--- src/hw/fadd_defs.svh ---
// binary32 format widths and limits, included by the fadd package and stages
`ifndef FADD_DEFS_SVH
`define FADD_DEFS_SVH

// field widths of the binary32 format
`define FP_EXP_W 8
`define FP_FRAC_W 23

// all-ones exponent, infinity or NaN
`define FP_EXP_MAX 255

// guard, round and sticky below the significand
`define FP_GRS_W 3

// canonical quiet NaN
`define FP_QNAN 32'h7fc00000

// shifts at or beyond this keep only sticky
`define FP_ALIGN_MAX 27

`endif

--- src/hw/fadd_pkg.sv ---
// shared types of the pipelined fp adder, imported by every stage and the top
`include "fadd_defs.svh"

package fadd_pkg;

  typedef struct packed {
    logic                  sign;
    logic [`FP_EXP_W-1:0]  exp;
    logic [`FP_FRAC_W-1:0] frac;
  } fp32_t;

  typedef enum logic {
    FADD_ADD = 1'b0,
    FADD_SUB = 1'b1
  } fadd_op_e;

  typedef enum logic [1:0] {
    RND_TRUNC = 2'd0,
    RND_EVEN  = 2'd1,
    RND_PLUS  = 2'd2,
    RND_MINUS = 2'd3
  } round_mode_e;

  // special result that overrides the datapath
  typedef enum logic [1:0] {
    SPEC_NONE = 2'd0,
    SPEC_NAN  = 2'd1,
    SPEC_INF  = 2'd2
  } special_e;

  typedef struct packed {
    logic invalid;
    logic overflow;
    logic underflow;
    logic inexact;
  } fadd_flags_t;

  typedef struct packed {
    logic                              valid;
    round_mode_e                       rmode;
    logic                              sign;
    logic                              eff_sub;
    logic [`FP_EXP_W-1:0]              exp;
    logic [`FP_FRAC_W:0]               big_sig;
    logic [`FP_FRAC_W+`FP_GRS_W:0]     small_sig;
    special_e                          spec;
    logic                              spec_sign;
    logic                              invalid;
  } align_t;

  typedef struct packed {
    logic                              valid;
    round_mode_e                       rmode;
    logic                              sign;
    logic [`FP_EXP_W-1:0]              exp;
    // carry, significand and guard bits
    logic [`FP_FRAC_W+`FP_GRS_W+1:0]   sum;
    logic                              eff_sub;
    special_e                          spec;
    logic                              spec_sign;
    logic                              invalid;
  } sum_t;

endpackage

--- src/hw/fadd_align.sv ---
// first adder stage: unpacks and classifies operands, orders them and aligns the smaller one
`include "fadd_defs.svh"

module fadd_align (
  input  logic                  clk,
  input  logic                  rst,
  input  logic                  en,
  input  fadd_pkg::fadd_op_e    op,
  input  fadd_pkg::round_mode_e rmode,
  input  fadd_pkg::fp32_t       a,
  input  fadd_pkg::fp32_t       b,
  output fadd_pkg::align_t      align
);
  import fadd_pkg::*;

  localparam int SIG_W = `FP_FRAC_W + 1;
  localparam int EXT_W = SIG_W + `FP_GRS_W;

  logic                              b_sign;
  logic                              a_nan, b_nan, a_snan, b_snan;
  logic                              a_inf, b_inf, inf_diff;
  logic [`FP_EXP_W+`FP_FRAC_W-1:0]   a_mag, b_mag;
  logic [SIG_W-1:0]                  a_sig, b_sig, sig_small;
  logic                              a_big;
  logic [`FP_EXP_W-1:0]              exp_small, exp_diff;
  logic [EXT_W-1:0]                  small_ext, small_shift, lost_mask;
  align_t                            align_d;

  // subtract is an add with b negated
  assign b_sign = b.sign ^ (op == FADD_SUB);

  assign a_nan  = (a.exp == `FP_EXP_MAX) && (a.frac != '0);
  assign b_nan  = (b.exp == `FP_EXP_MAX) && (b.frac != '0);
  assign a_snan = a_nan && !a.frac[`FP_FRAC_W-1];
  assign b_snan = b_nan && !b.frac[`FP_FRAC_W-1];
  assign a_inf  = (a.exp == `FP_EXP_MAX) && (a.frac == '0);
  assign b_inf  = (b.exp == `FP_EXP_MAX) && (b.frac == '0);
  assign inf_diff = a_inf && b_inf && (a.sign != b_sign);

  // denormals read as zero
  assign a_mag = (a.exp == '0) ? '0 : {a.exp, a.frac};
  assign b_mag = (b.exp == '0) ? '0 : {b.exp, b.frac};
  assign a_sig = (a.exp == '0) ? '0 : {1'b1, a.frac};
  assign b_sig = (b.exp == '0) ? '0 : {1'b1, b.frac};

  assign a_big     = a_mag >= b_mag;
  assign sig_small = a_big ? b_sig : a_sig;
  assign exp_small = a_big ? b.exp : a.exp;
  assign exp_diff  = (a_big ? a.exp : b.exp) - exp_small;
  assign small_ext = {sig_small, {`FP_GRS_W{1'b0}}};
  assign small_shift = small_ext >> exp_diff;
  assign lost_mask   = (EXT_W'(1) << exp_diff) - EXT_W'(1);

  always_comb begin
    align_d.valid     = en;
    align_d.rmode     = rmode;
    align_d.sign      = a_big ? a.sign : b_sign;
    align_d.eff_sub   = a.sign ^ b_sign;
    align_d.exp       = a_big ? a.exp : b.exp;
    align_d.big_sig   = a_big ? a_sig : b_sig;
    // bits shifted out fold into sticky
    if (exp_diff >= `FP_ALIGN_MAX) begin
      align_d.small_sig = {{(EXT_W-1){1'b0}}, |sig_small};
    end else begin
      align_d.small_sig = {small_shift[EXT_W-1:1],
                           small_shift[0] | (|(small_ext & lost_mask))};
    end
    if (a_nan || b_nan || inf_diff) begin
      align_d.spec = SPEC_NAN;
    end else if (a_inf || b_inf) begin
      align_d.spec = SPEC_INF;
    end else begin
      align_d.spec = SPEC_NONE;
    end
    align_d.spec_sign = a_inf ? a.sign : b_sign;
    align_d.invalid   = a_snan || b_snan || inf_diff;
  end

  always_ff @(posedge clk) begin
    align <= align_d;
    if (rst) begin
      align.valid <= 1'b0;
    end
  end

  // ordering by magnitude keeps the difference non-negative
  assert property (@(posedge clk) disable iff (rst)
    align.valid |-> align.small_sig <= {align.big_sig, {`FP_GRS_W{1'b0}}});

endmodule

--- src/hw/fadd_sum.sv ---
// second adder stage: adds or subtracts the aligned significands
`include "fadd_defs.svh"

module fadd_sum (
  input  logic             clk,
  input  logic             rst,
  input  fadd_pkg::align_t align,
  output fadd_pkg::sum_t   sum
);
  import fadd_pkg::*;

  localparam int EXT_W = `FP_FRAC_W + 1 + `FP_GRS_W;
  localparam int SUM_W = EXT_W + 1;

  logic [SUM_W-1:0] big_ext;
  logic [SUM_W-1:0] small_ext;
  sum_t             sum_d;

  assign big_ext   = {1'b0, align.big_sig, {`FP_GRS_W{1'b0}}};
  assign small_ext = {1'b0, align.small_sig};

  always_comb begin
    sum_d.valid     = align.valid;
    sum_d.rmode     = align.rmode;
    sum_d.sign      = align.sign;
    sum_d.exp       = align.exp;
    // extra top bit holds the carry of an add
    if (align.eff_sub) begin
      sum_d.sum = big_ext - small_ext;
    end else begin
      sum_d.sum = big_ext + small_ext;
    end
    sum_d.eff_sub   = align.eff_sub;
    sum_d.spec      = align.spec;
    sum_d.spec_sign = align.spec_sign;
    sum_d.invalid   = align.invalid;
  end

  always_ff @(posedge clk) begin
    sum <= sum_d;
    if (rst) begin
      sum.valid <= 1'b0;
    end
  end

  // larger minus smaller cannot carry out
  assert property (@(posedge clk) disable iff (rst)
    align.valid && align.eff_sub |=> !sum.sum[SUM_W-1]);

endmodule

--- src/hw/fadd_normround.sv ---
// third adder stage: normalizes, rounds, applies limits and specials, drives the result
`include "fadd_defs.svh"

module fadd_normround (
  input  logic                  clk,
  input  logic                  rst,
  input  fadd_pkg::sum_t        sum,
  output fadd_pkg::fp32_t       res,
  output fadd_pkg::fadd_flags_t flags,
  output logic                  res_valid
);
  import fadd_pkg::*;

  localparam int SIG_W = `FP_FRAC_W + 1;
  localparam int EXT_W = SIG_W + `FP_GRS_W;
  localparam int SUM_W = EXT_W + 1;

  logic [4:0]          lzc;
  logic                lz_found;
  logic [EXT_W-1:0]    norm;
  logic signed [9:0]   exp_norm, exp_rnd;
  logic                rnd_lsb, rnd_g, rnd_st, rnd_up, inexact;
  logic [SIG_W:0]      mant_rnd;
  logic                ovf_to_max, zero_sign;
  fp32_t               res_d;
  fadd_flags_t         flags_d;

  // leading zeros below the carry bit
  always_comb begin
    lzc = '0;
    lz_found = 1'b0;
    for (int i = EXT_W - 1; i >= 0; i--) begin
      if (!lz_found) begin
        if (sum.sum[i]) begin
          lz_found = 1'b1;
        end else begin
          lzc = lzc + 5'd1;
        end
      end
    end
  end

  always_comb begin
    if (sum.sum[SUM_W-1]) begin
      norm     = {sum.sum[SUM_W-1:2], |sum.sum[1:0]};
      exp_norm = signed'({2'b00, sum.exp}) + 10'sd1;
    end else begin
      norm     = sum.sum[EXT_W-1:0] << lzc;
      exp_norm = signed'({2'b00, sum.exp}) - signed'({5'b00000, lzc});
    end
  end

  assign rnd_lsb = norm[`FP_GRS_W];
  assign rnd_g   = norm[`FP_GRS_W-1];
  assign rnd_st  = |norm[`FP_GRS_W-2:0];
  assign inexact = rnd_g | rnd_st;

  always_comb begin
    case (sum.rmode)
      RND_EVEN:  rnd_up = rnd_g & (rnd_st | rnd_lsb);
      RND_PLUS:  rnd_up = !sum.sign & inexact;
      RND_MINUS: rnd_up = sum.sign & inexact;
      default:   rnd_up = 1'b0;
    endcase
  end

  // carry out of rounding bumps the exponent
  assign mant_rnd = {1'b0, norm[EXT_W-1:`FP_GRS_W]} + (SIG_W+1)'(rnd_up);
  assign exp_rnd  = exp_norm + signed'({9'b0, mant_rnd[SIG_W]});

  assign ovf_to_max = (sum.rmode == RND_TRUNC) ||
                      (sum.rmode == RND_PLUS && sum.sign) ||
                      (sum.rmode == RND_MINUS && !sum.sign);

  // both operands zero with the same sign keep it
  assign zero_sign = (sum.rmode == RND_MINUS) || (!sum.eff_sub && sum.sign);

  always_comb begin
    res_d   = '0;
    flags_d = '0;
    if (sum.spec == SPEC_NAN) begin
      res_d = `FP_QNAN;
      flags_d.invalid = sum.invalid;
    end else if (sum.spec == SPEC_INF) begin
      res_d.sign = sum.spec_sign;
      res_d.exp  = '1;
      flags_d.invalid = sum.invalid;
    end else if (sum.sum == '0) begin
      res_d.sign = zero_sign;
    end else if (exp_rnd >= `FP_EXP_MAX) begin
      res_d.sign = sum.sign;
      if (ovf_to_max) begin
        res_d.exp  = `FP_EXP_W'(`FP_EXP_MAX - 1);
        res_d.frac = '1;
      end else begin
        res_d.exp  = '1;
      end
      flags_d.overflow = 1'b1;
      flags_d.inexact  = 1'b1;
    end else if (exp_rnd < 1) begin
      // below normal range, flush
      res_d.sign = sum.sign;
      flags_d.underflow = 1'b1;
      flags_d.inexact   = 1'b1;
    end else begin
      res_d.sign = sum.sign;
      res_d.exp  = exp_rnd[`FP_EXP_W-1:0];
      res_d.frac = mant_rnd[SIG_W] ? mant_rnd[SIG_W-1:1] : mant_rnd[SIG_W-2:0];
      flags_d.inexact = inexact;
    end
  end

  always_ff @(posedge clk) begin
    res   <= res_d;
    flags <= flags_d;
    if (rst) begin
      res_valid <= 1'b0;
    end else begin
      res_valid <= sum.valid;
    end
  end

  // a NaN result raises invalid at most
  assert property (@(posedge clk) disable iff (rst)
    sum.valid && sum.spec == SPEC_NAN |=>
      !flags.overflow && !flags.underflow && !flags.inexact);

endmodule

--- src/hw/fadd_top.sv ---
// top of the three-stage binary32 adder, one result per cycle with three cycles latency
module fadd_top (
  input  logic                  clk,
  input  logic                  rst,
  input  logic                  en,
  input  fadd_pkg::fadd_op_e    op,
  input  fadd_pkg::round_mode_e rmode,
  input  fadd_pkg::fp32_t       a,
  input  fadd_pkg::fp32_t       b,
  output fadd_pkg::fp32_t       res,
  output fadd_pkg::fadd_flags_t flags,
  output logic                  res_valid
);
  import fadd_pkg::*;

  align_t stage_align;
  sum_t   stage_sum;

  fadd_align fadd_align_inst (
    .clk   (clk),
    .rst   (rst),
    .en    (en),
    .op    (op),
    .rmode (rmode),
    .a     (a),
    .b     (b),
    .align (stage_align)
  );

  fadd_sum fadd_sum_inst (
    .clk   (clk),
    .rst   (rst),
    .align (stage_align),
    .sum   (stage_sum)
  );

  fadd_normround fadd_normround_inst (
    .clk       (clk),
    .rst       (rst),
    .sum       (stage_sum),
    .res       (res),
    .flags     (flags),
    .res_valid (res_valid)
  );

endmodule

--- config.mk ---
export PLATFORM = sky130hd
export DESIGN_NAME = fadd_top
export DESIGN_NICKNAME = d
export VERILOG_FILES = /design/src/hw/fadd_pkg.sv /design/src/hw/fadd_align.sv /design/src/hw/fadd_sum.sv /design/src/hw/fadd_normround.sv /design/src/hw/fadd_top.sv
export VERILOG_INCLUDE_DIRS = /design/src /design/src/hw
export SDC_FILE = /design/constraint.sdc
export NUM_CORES = 1
export LEC_CHECK = 0
export BUFFER_PORTS_ARGS = -buffer_cell sky130_fd_sc_hd__buf_2
export CAP_MARGIN = 15
export CORE_UTILIZATION = 42
export CTS_CLUSTER_SIZE = 28
export DETAILED_ROUTE_END_ITERATION = 16
export HOLD_SLACK_MARGIN = 0.12
export MAX_ROUTING_LAYER = met4
export PLACE_DENSITY = 0.71
export SKIP_CTS_REPAIR_TIMING = 1
export SLEW_MARGIN = 20
export SYNTH_ARGS = -nofsm -noshare
export SYNTH_HDL_FRONTEND = slang
export SYNTH_HIERARCHICAL = 1
export SYNTH_SLANG_ARGS = --single-unit
--- constraint.sdc ---
create_clock -name clk -period 17.9 [get_ports clk]
set_input_delay 4.475 -clock clk [delete_from_list [all_inputs] [get_ports clk]]
set_output_delay 4.475 -clock clk [all_outputs]
set_load 0.05 [all_outputs]
==> results.yml <==
route:
  drc: 0
  vias_per_cell: 6.22
  drt_wl_total_mm: 60.7
  drtAntennaViolNets: 0
  num_vias: 18500
  firstDrtPassIters: 6
  wire_per_inst_um: 20.4
  first_iter_violations: 1811
status:
  status: "complete, no violations"
logic_synthesis:
  synth-async-reset-ratio: 0
  synth_compound_area_frac: 0.247
  ys_seq_area_frac: 0.169
  synth_fa_ha_area_frac: 0.0901
  synth_top_family_by_area: "simple AND/OR/NAND/NOR gates"
  synth-edff-count: 0
  synth_mux_area_frac: 0.105
  synth_xor_area_frac: 0.0668
  syn_area_per_cell_um2: 7.35
  synthSimpleGateAreaFrac: 0.256
  synth_ff_type: "dfxtp_1"
  synth_seq_cells: 150
  synth_nets: 2610
  syn-cell-area_um2: 17800
  yosysWarnings: 6
  ys_types: 115
  netlist_instances: 2421
clocking:
  clock-sinks: 150
  cts_buffer_depth: 2
  worstSkewPairLatency_ps: 440
  clk_pin_slew_ps: 70
  root_buffer: "clkbuf_16"
  h-tree-depth: 4
  cts_buffers: 17
  cts_tree: "built"
global_routing:
  grt_remaining_overflow: 0
  antenna_found_initial: 0
  groute.usage.overall: 0.280
  grt_pass1_wl_mm: 94.9
  grt_pass1_vias: 17500
  grt_max_degree: 76
sta:
  tns_ps: 0
  slew_headroom: 0.290
  hold_viol: 0
  finalMaxSlewViolations: 0
  whs_ps: 324
  finalCritPeriodShare: 0.939
  setup_viol: 0
  fmaxAchievable_ghz: 0.0595
  finClkSkew_ps: 23.8
  tightest_slew_ps: 1050
  finalCriticalPeriod_ps: 16810
finish:
  fin_area_um2: 19300
  layout_commonest_cell: "nand2_1"
  syn2layout_area_growth_pct: 8.68
  final_cell_mix: "nand2_1 (246), nor2_1 (210), a21oi_1 (178)"
  num-nets-final: 2614
  n_antenna_cell: 0
  final_cells: 2976
  drive_above_1_share: 0.128
power:
  p_switching_mw: 1.14
  power_mw: 2.27
  p_leak_nw: 8.09
  power.clock.fraction: 0.168
  combPwrFrac: 0.595
  p_int_mw: 1.12
  p_sw_frac: 0.505
  peakVddDrop_v: 0.0000664
  power_frac_seq: 0.237
  p_per_area_nw_per_um2: 117
hold_path:
  min_path_type: "flip-flop to flip-flop"
  holdPathStages: 0
place:
  port_buffers: 106
  dpl_cell_area_um2: 18500
  dp.final_hpwl_mm: 47.1
  placed_cells: 2933
  place.gp.congestion: 1.02
die:
  ios: 107
  die_area_um2: 43200
  dieWidth_um: 208
  fp.coreArea_um2: 41900
  die_h_um: 208
  rows: 75
  start_util: 0.425
run:
  maxCapViolations: 0
critical_path:
  slowest_stage: "dfxtp_2"
  arrival_ps: 17130
  required_ps: 18220
  cp_common_cell: "ha_1"
  end_kind: "flip-flop"
  reg2reg_depth: 80
  crit_fanout: 16
  start_kind: "flip-flop"
  cp_slowest_stage_delay_ps: 410
  path_class: "flip-flop to flip-flop"
==> state kept, by name, summed over array words and instances, names as in the netlist <==
name and count:
fadd_normround_inst/res 32, fadd_sum_inst/sum 45, fadd_align_inst/align 68, fadd_normround_inst/res_valid 1, fadd_normround_inst/flags 4
==> routing by layer <==
layer	wire length [um]	global-route usage	vias up	share of wire
met4	2370	0.128	0	0.039
met3	3830	0.0328	147	0.063
li1	-	-	8808	-
met1	25400	0.336	8716	0.42
met5	0	-	-	0
met2	29100	0.467	828	0.48
==> through the flow <==
step	setup WS [ps]	utilization
after detailed placement	517	0.441
after floorplan	2180	-
after global routing	-139	0.462
after global placement	1080	0.441
final	1090	0.462
after CTS	453	0.456
==> cell usage after synthesis, types with 12 or more instances <==
library cell	instances	area share
a211oi_1	29	0.012
a21o_1	19	0.0080
a21oi_1	178	0.050
a31oi_1	37	0.013
and2_1	27	0.0095
and3_1	19	0.0067
buf_1	17	0.0036
buf_2	32	0.0090
buf_4	16	0.0067
clkbuf_1	82	0.017
dfxtp_1	150	0.17
ha_1	117	0.082
inv_1	121	0.026
mux2_2	40	0.025
mux2i_1	117	0.066
nand2_1	246	0.052
nand2b_1	32	0.011
nand3_1	90	0.025
nand3b_1	12	0.0051
nand4_1	28	0.0098
nor2_1	212	0.045
nor2b_1	41	0.014
nor3_1	62	0.017
nor4_1	30	0.011
o211ai_1	29	0.012
o21a_1	17	0.0072
o21ai_0	168	0.047
o21bai_1	12	0.0051
o22ai_1	13	0.0046
o31ai_1	30	0.013
or3_1	20	0.0070
xnor2_1	76	0.037
xor2_1	36	0.018
==> cell families after synthesis <==
kind of cell | Yosys count
AOI/OAI and AO/OA | 673
DFF | 150
and+or+nand+nor | 899
buffers and inverters | 277
muxes | 170
xor gates and xnor gates | 123
adders and majority gates | 129
==> power groups by stage <==
| stage | clock [mW] | sequential (mW) | combinational, mW |
|---|---|---|---|
| 2_1_floorplan | 0 | 0.582 | 0.898 |
| 3_3_place_gp | 0 | 0.536 | 1.27 |
| 4_1_cts | 0.387 | 0.532 | 1.29 |
| 6_report | 0.380 | 0.538 | 1.35 |
| 3_5_place_dp | 0 | 0.539 | 1.28 |
| 5_1_grt | 0.402 | 0.544 | 1.45 |
==> worst max-delay path, delay by kind of cell, from the launching register on <==
kind / cells / cell delay [ps]
AO/OA/AOI/OAI: 27 / 5630
XOR/XNOR: 4 / 770
adder cells (fa/ha/maj): 15 / 4280
buffers and inverters: 4 / 480
flip-flops: 1 / 410
multiplexers: 8 / 2000
AND/OR/NAND/NOR: 22 / 3160
==> cell type report <==
type	instances	area [um^2]
clock buffer	19	433
fill	4280	22500
sequential	150	3010
clock inverter	12	194
timing repair buffer	137	776
timing repair inverter	1	8.76
multi-input combinational	1994	13800
tap	539	674
inverter	124	478
==> final timing paths <==
| check | from | end | slack (ps) |
|---|---|---|---|
| setup / recovery | fadd_sum_inst/sum[30] | fadd_normround_inst/res[10] | 1090 |
| hold / removal | fadd_align_inst/align[3] | fadd_sum_inst/sum[3] | 320 |
| setup reg to reg | fadd_sum_inst/sum[30] | fadd_normround_inst/res[10] | 1090 |
| hold reg to reg | fadd_align_inst/align[3] | fadd_sum_inst/sum[3] | 320 |
(Power assumes the default switching activity.)
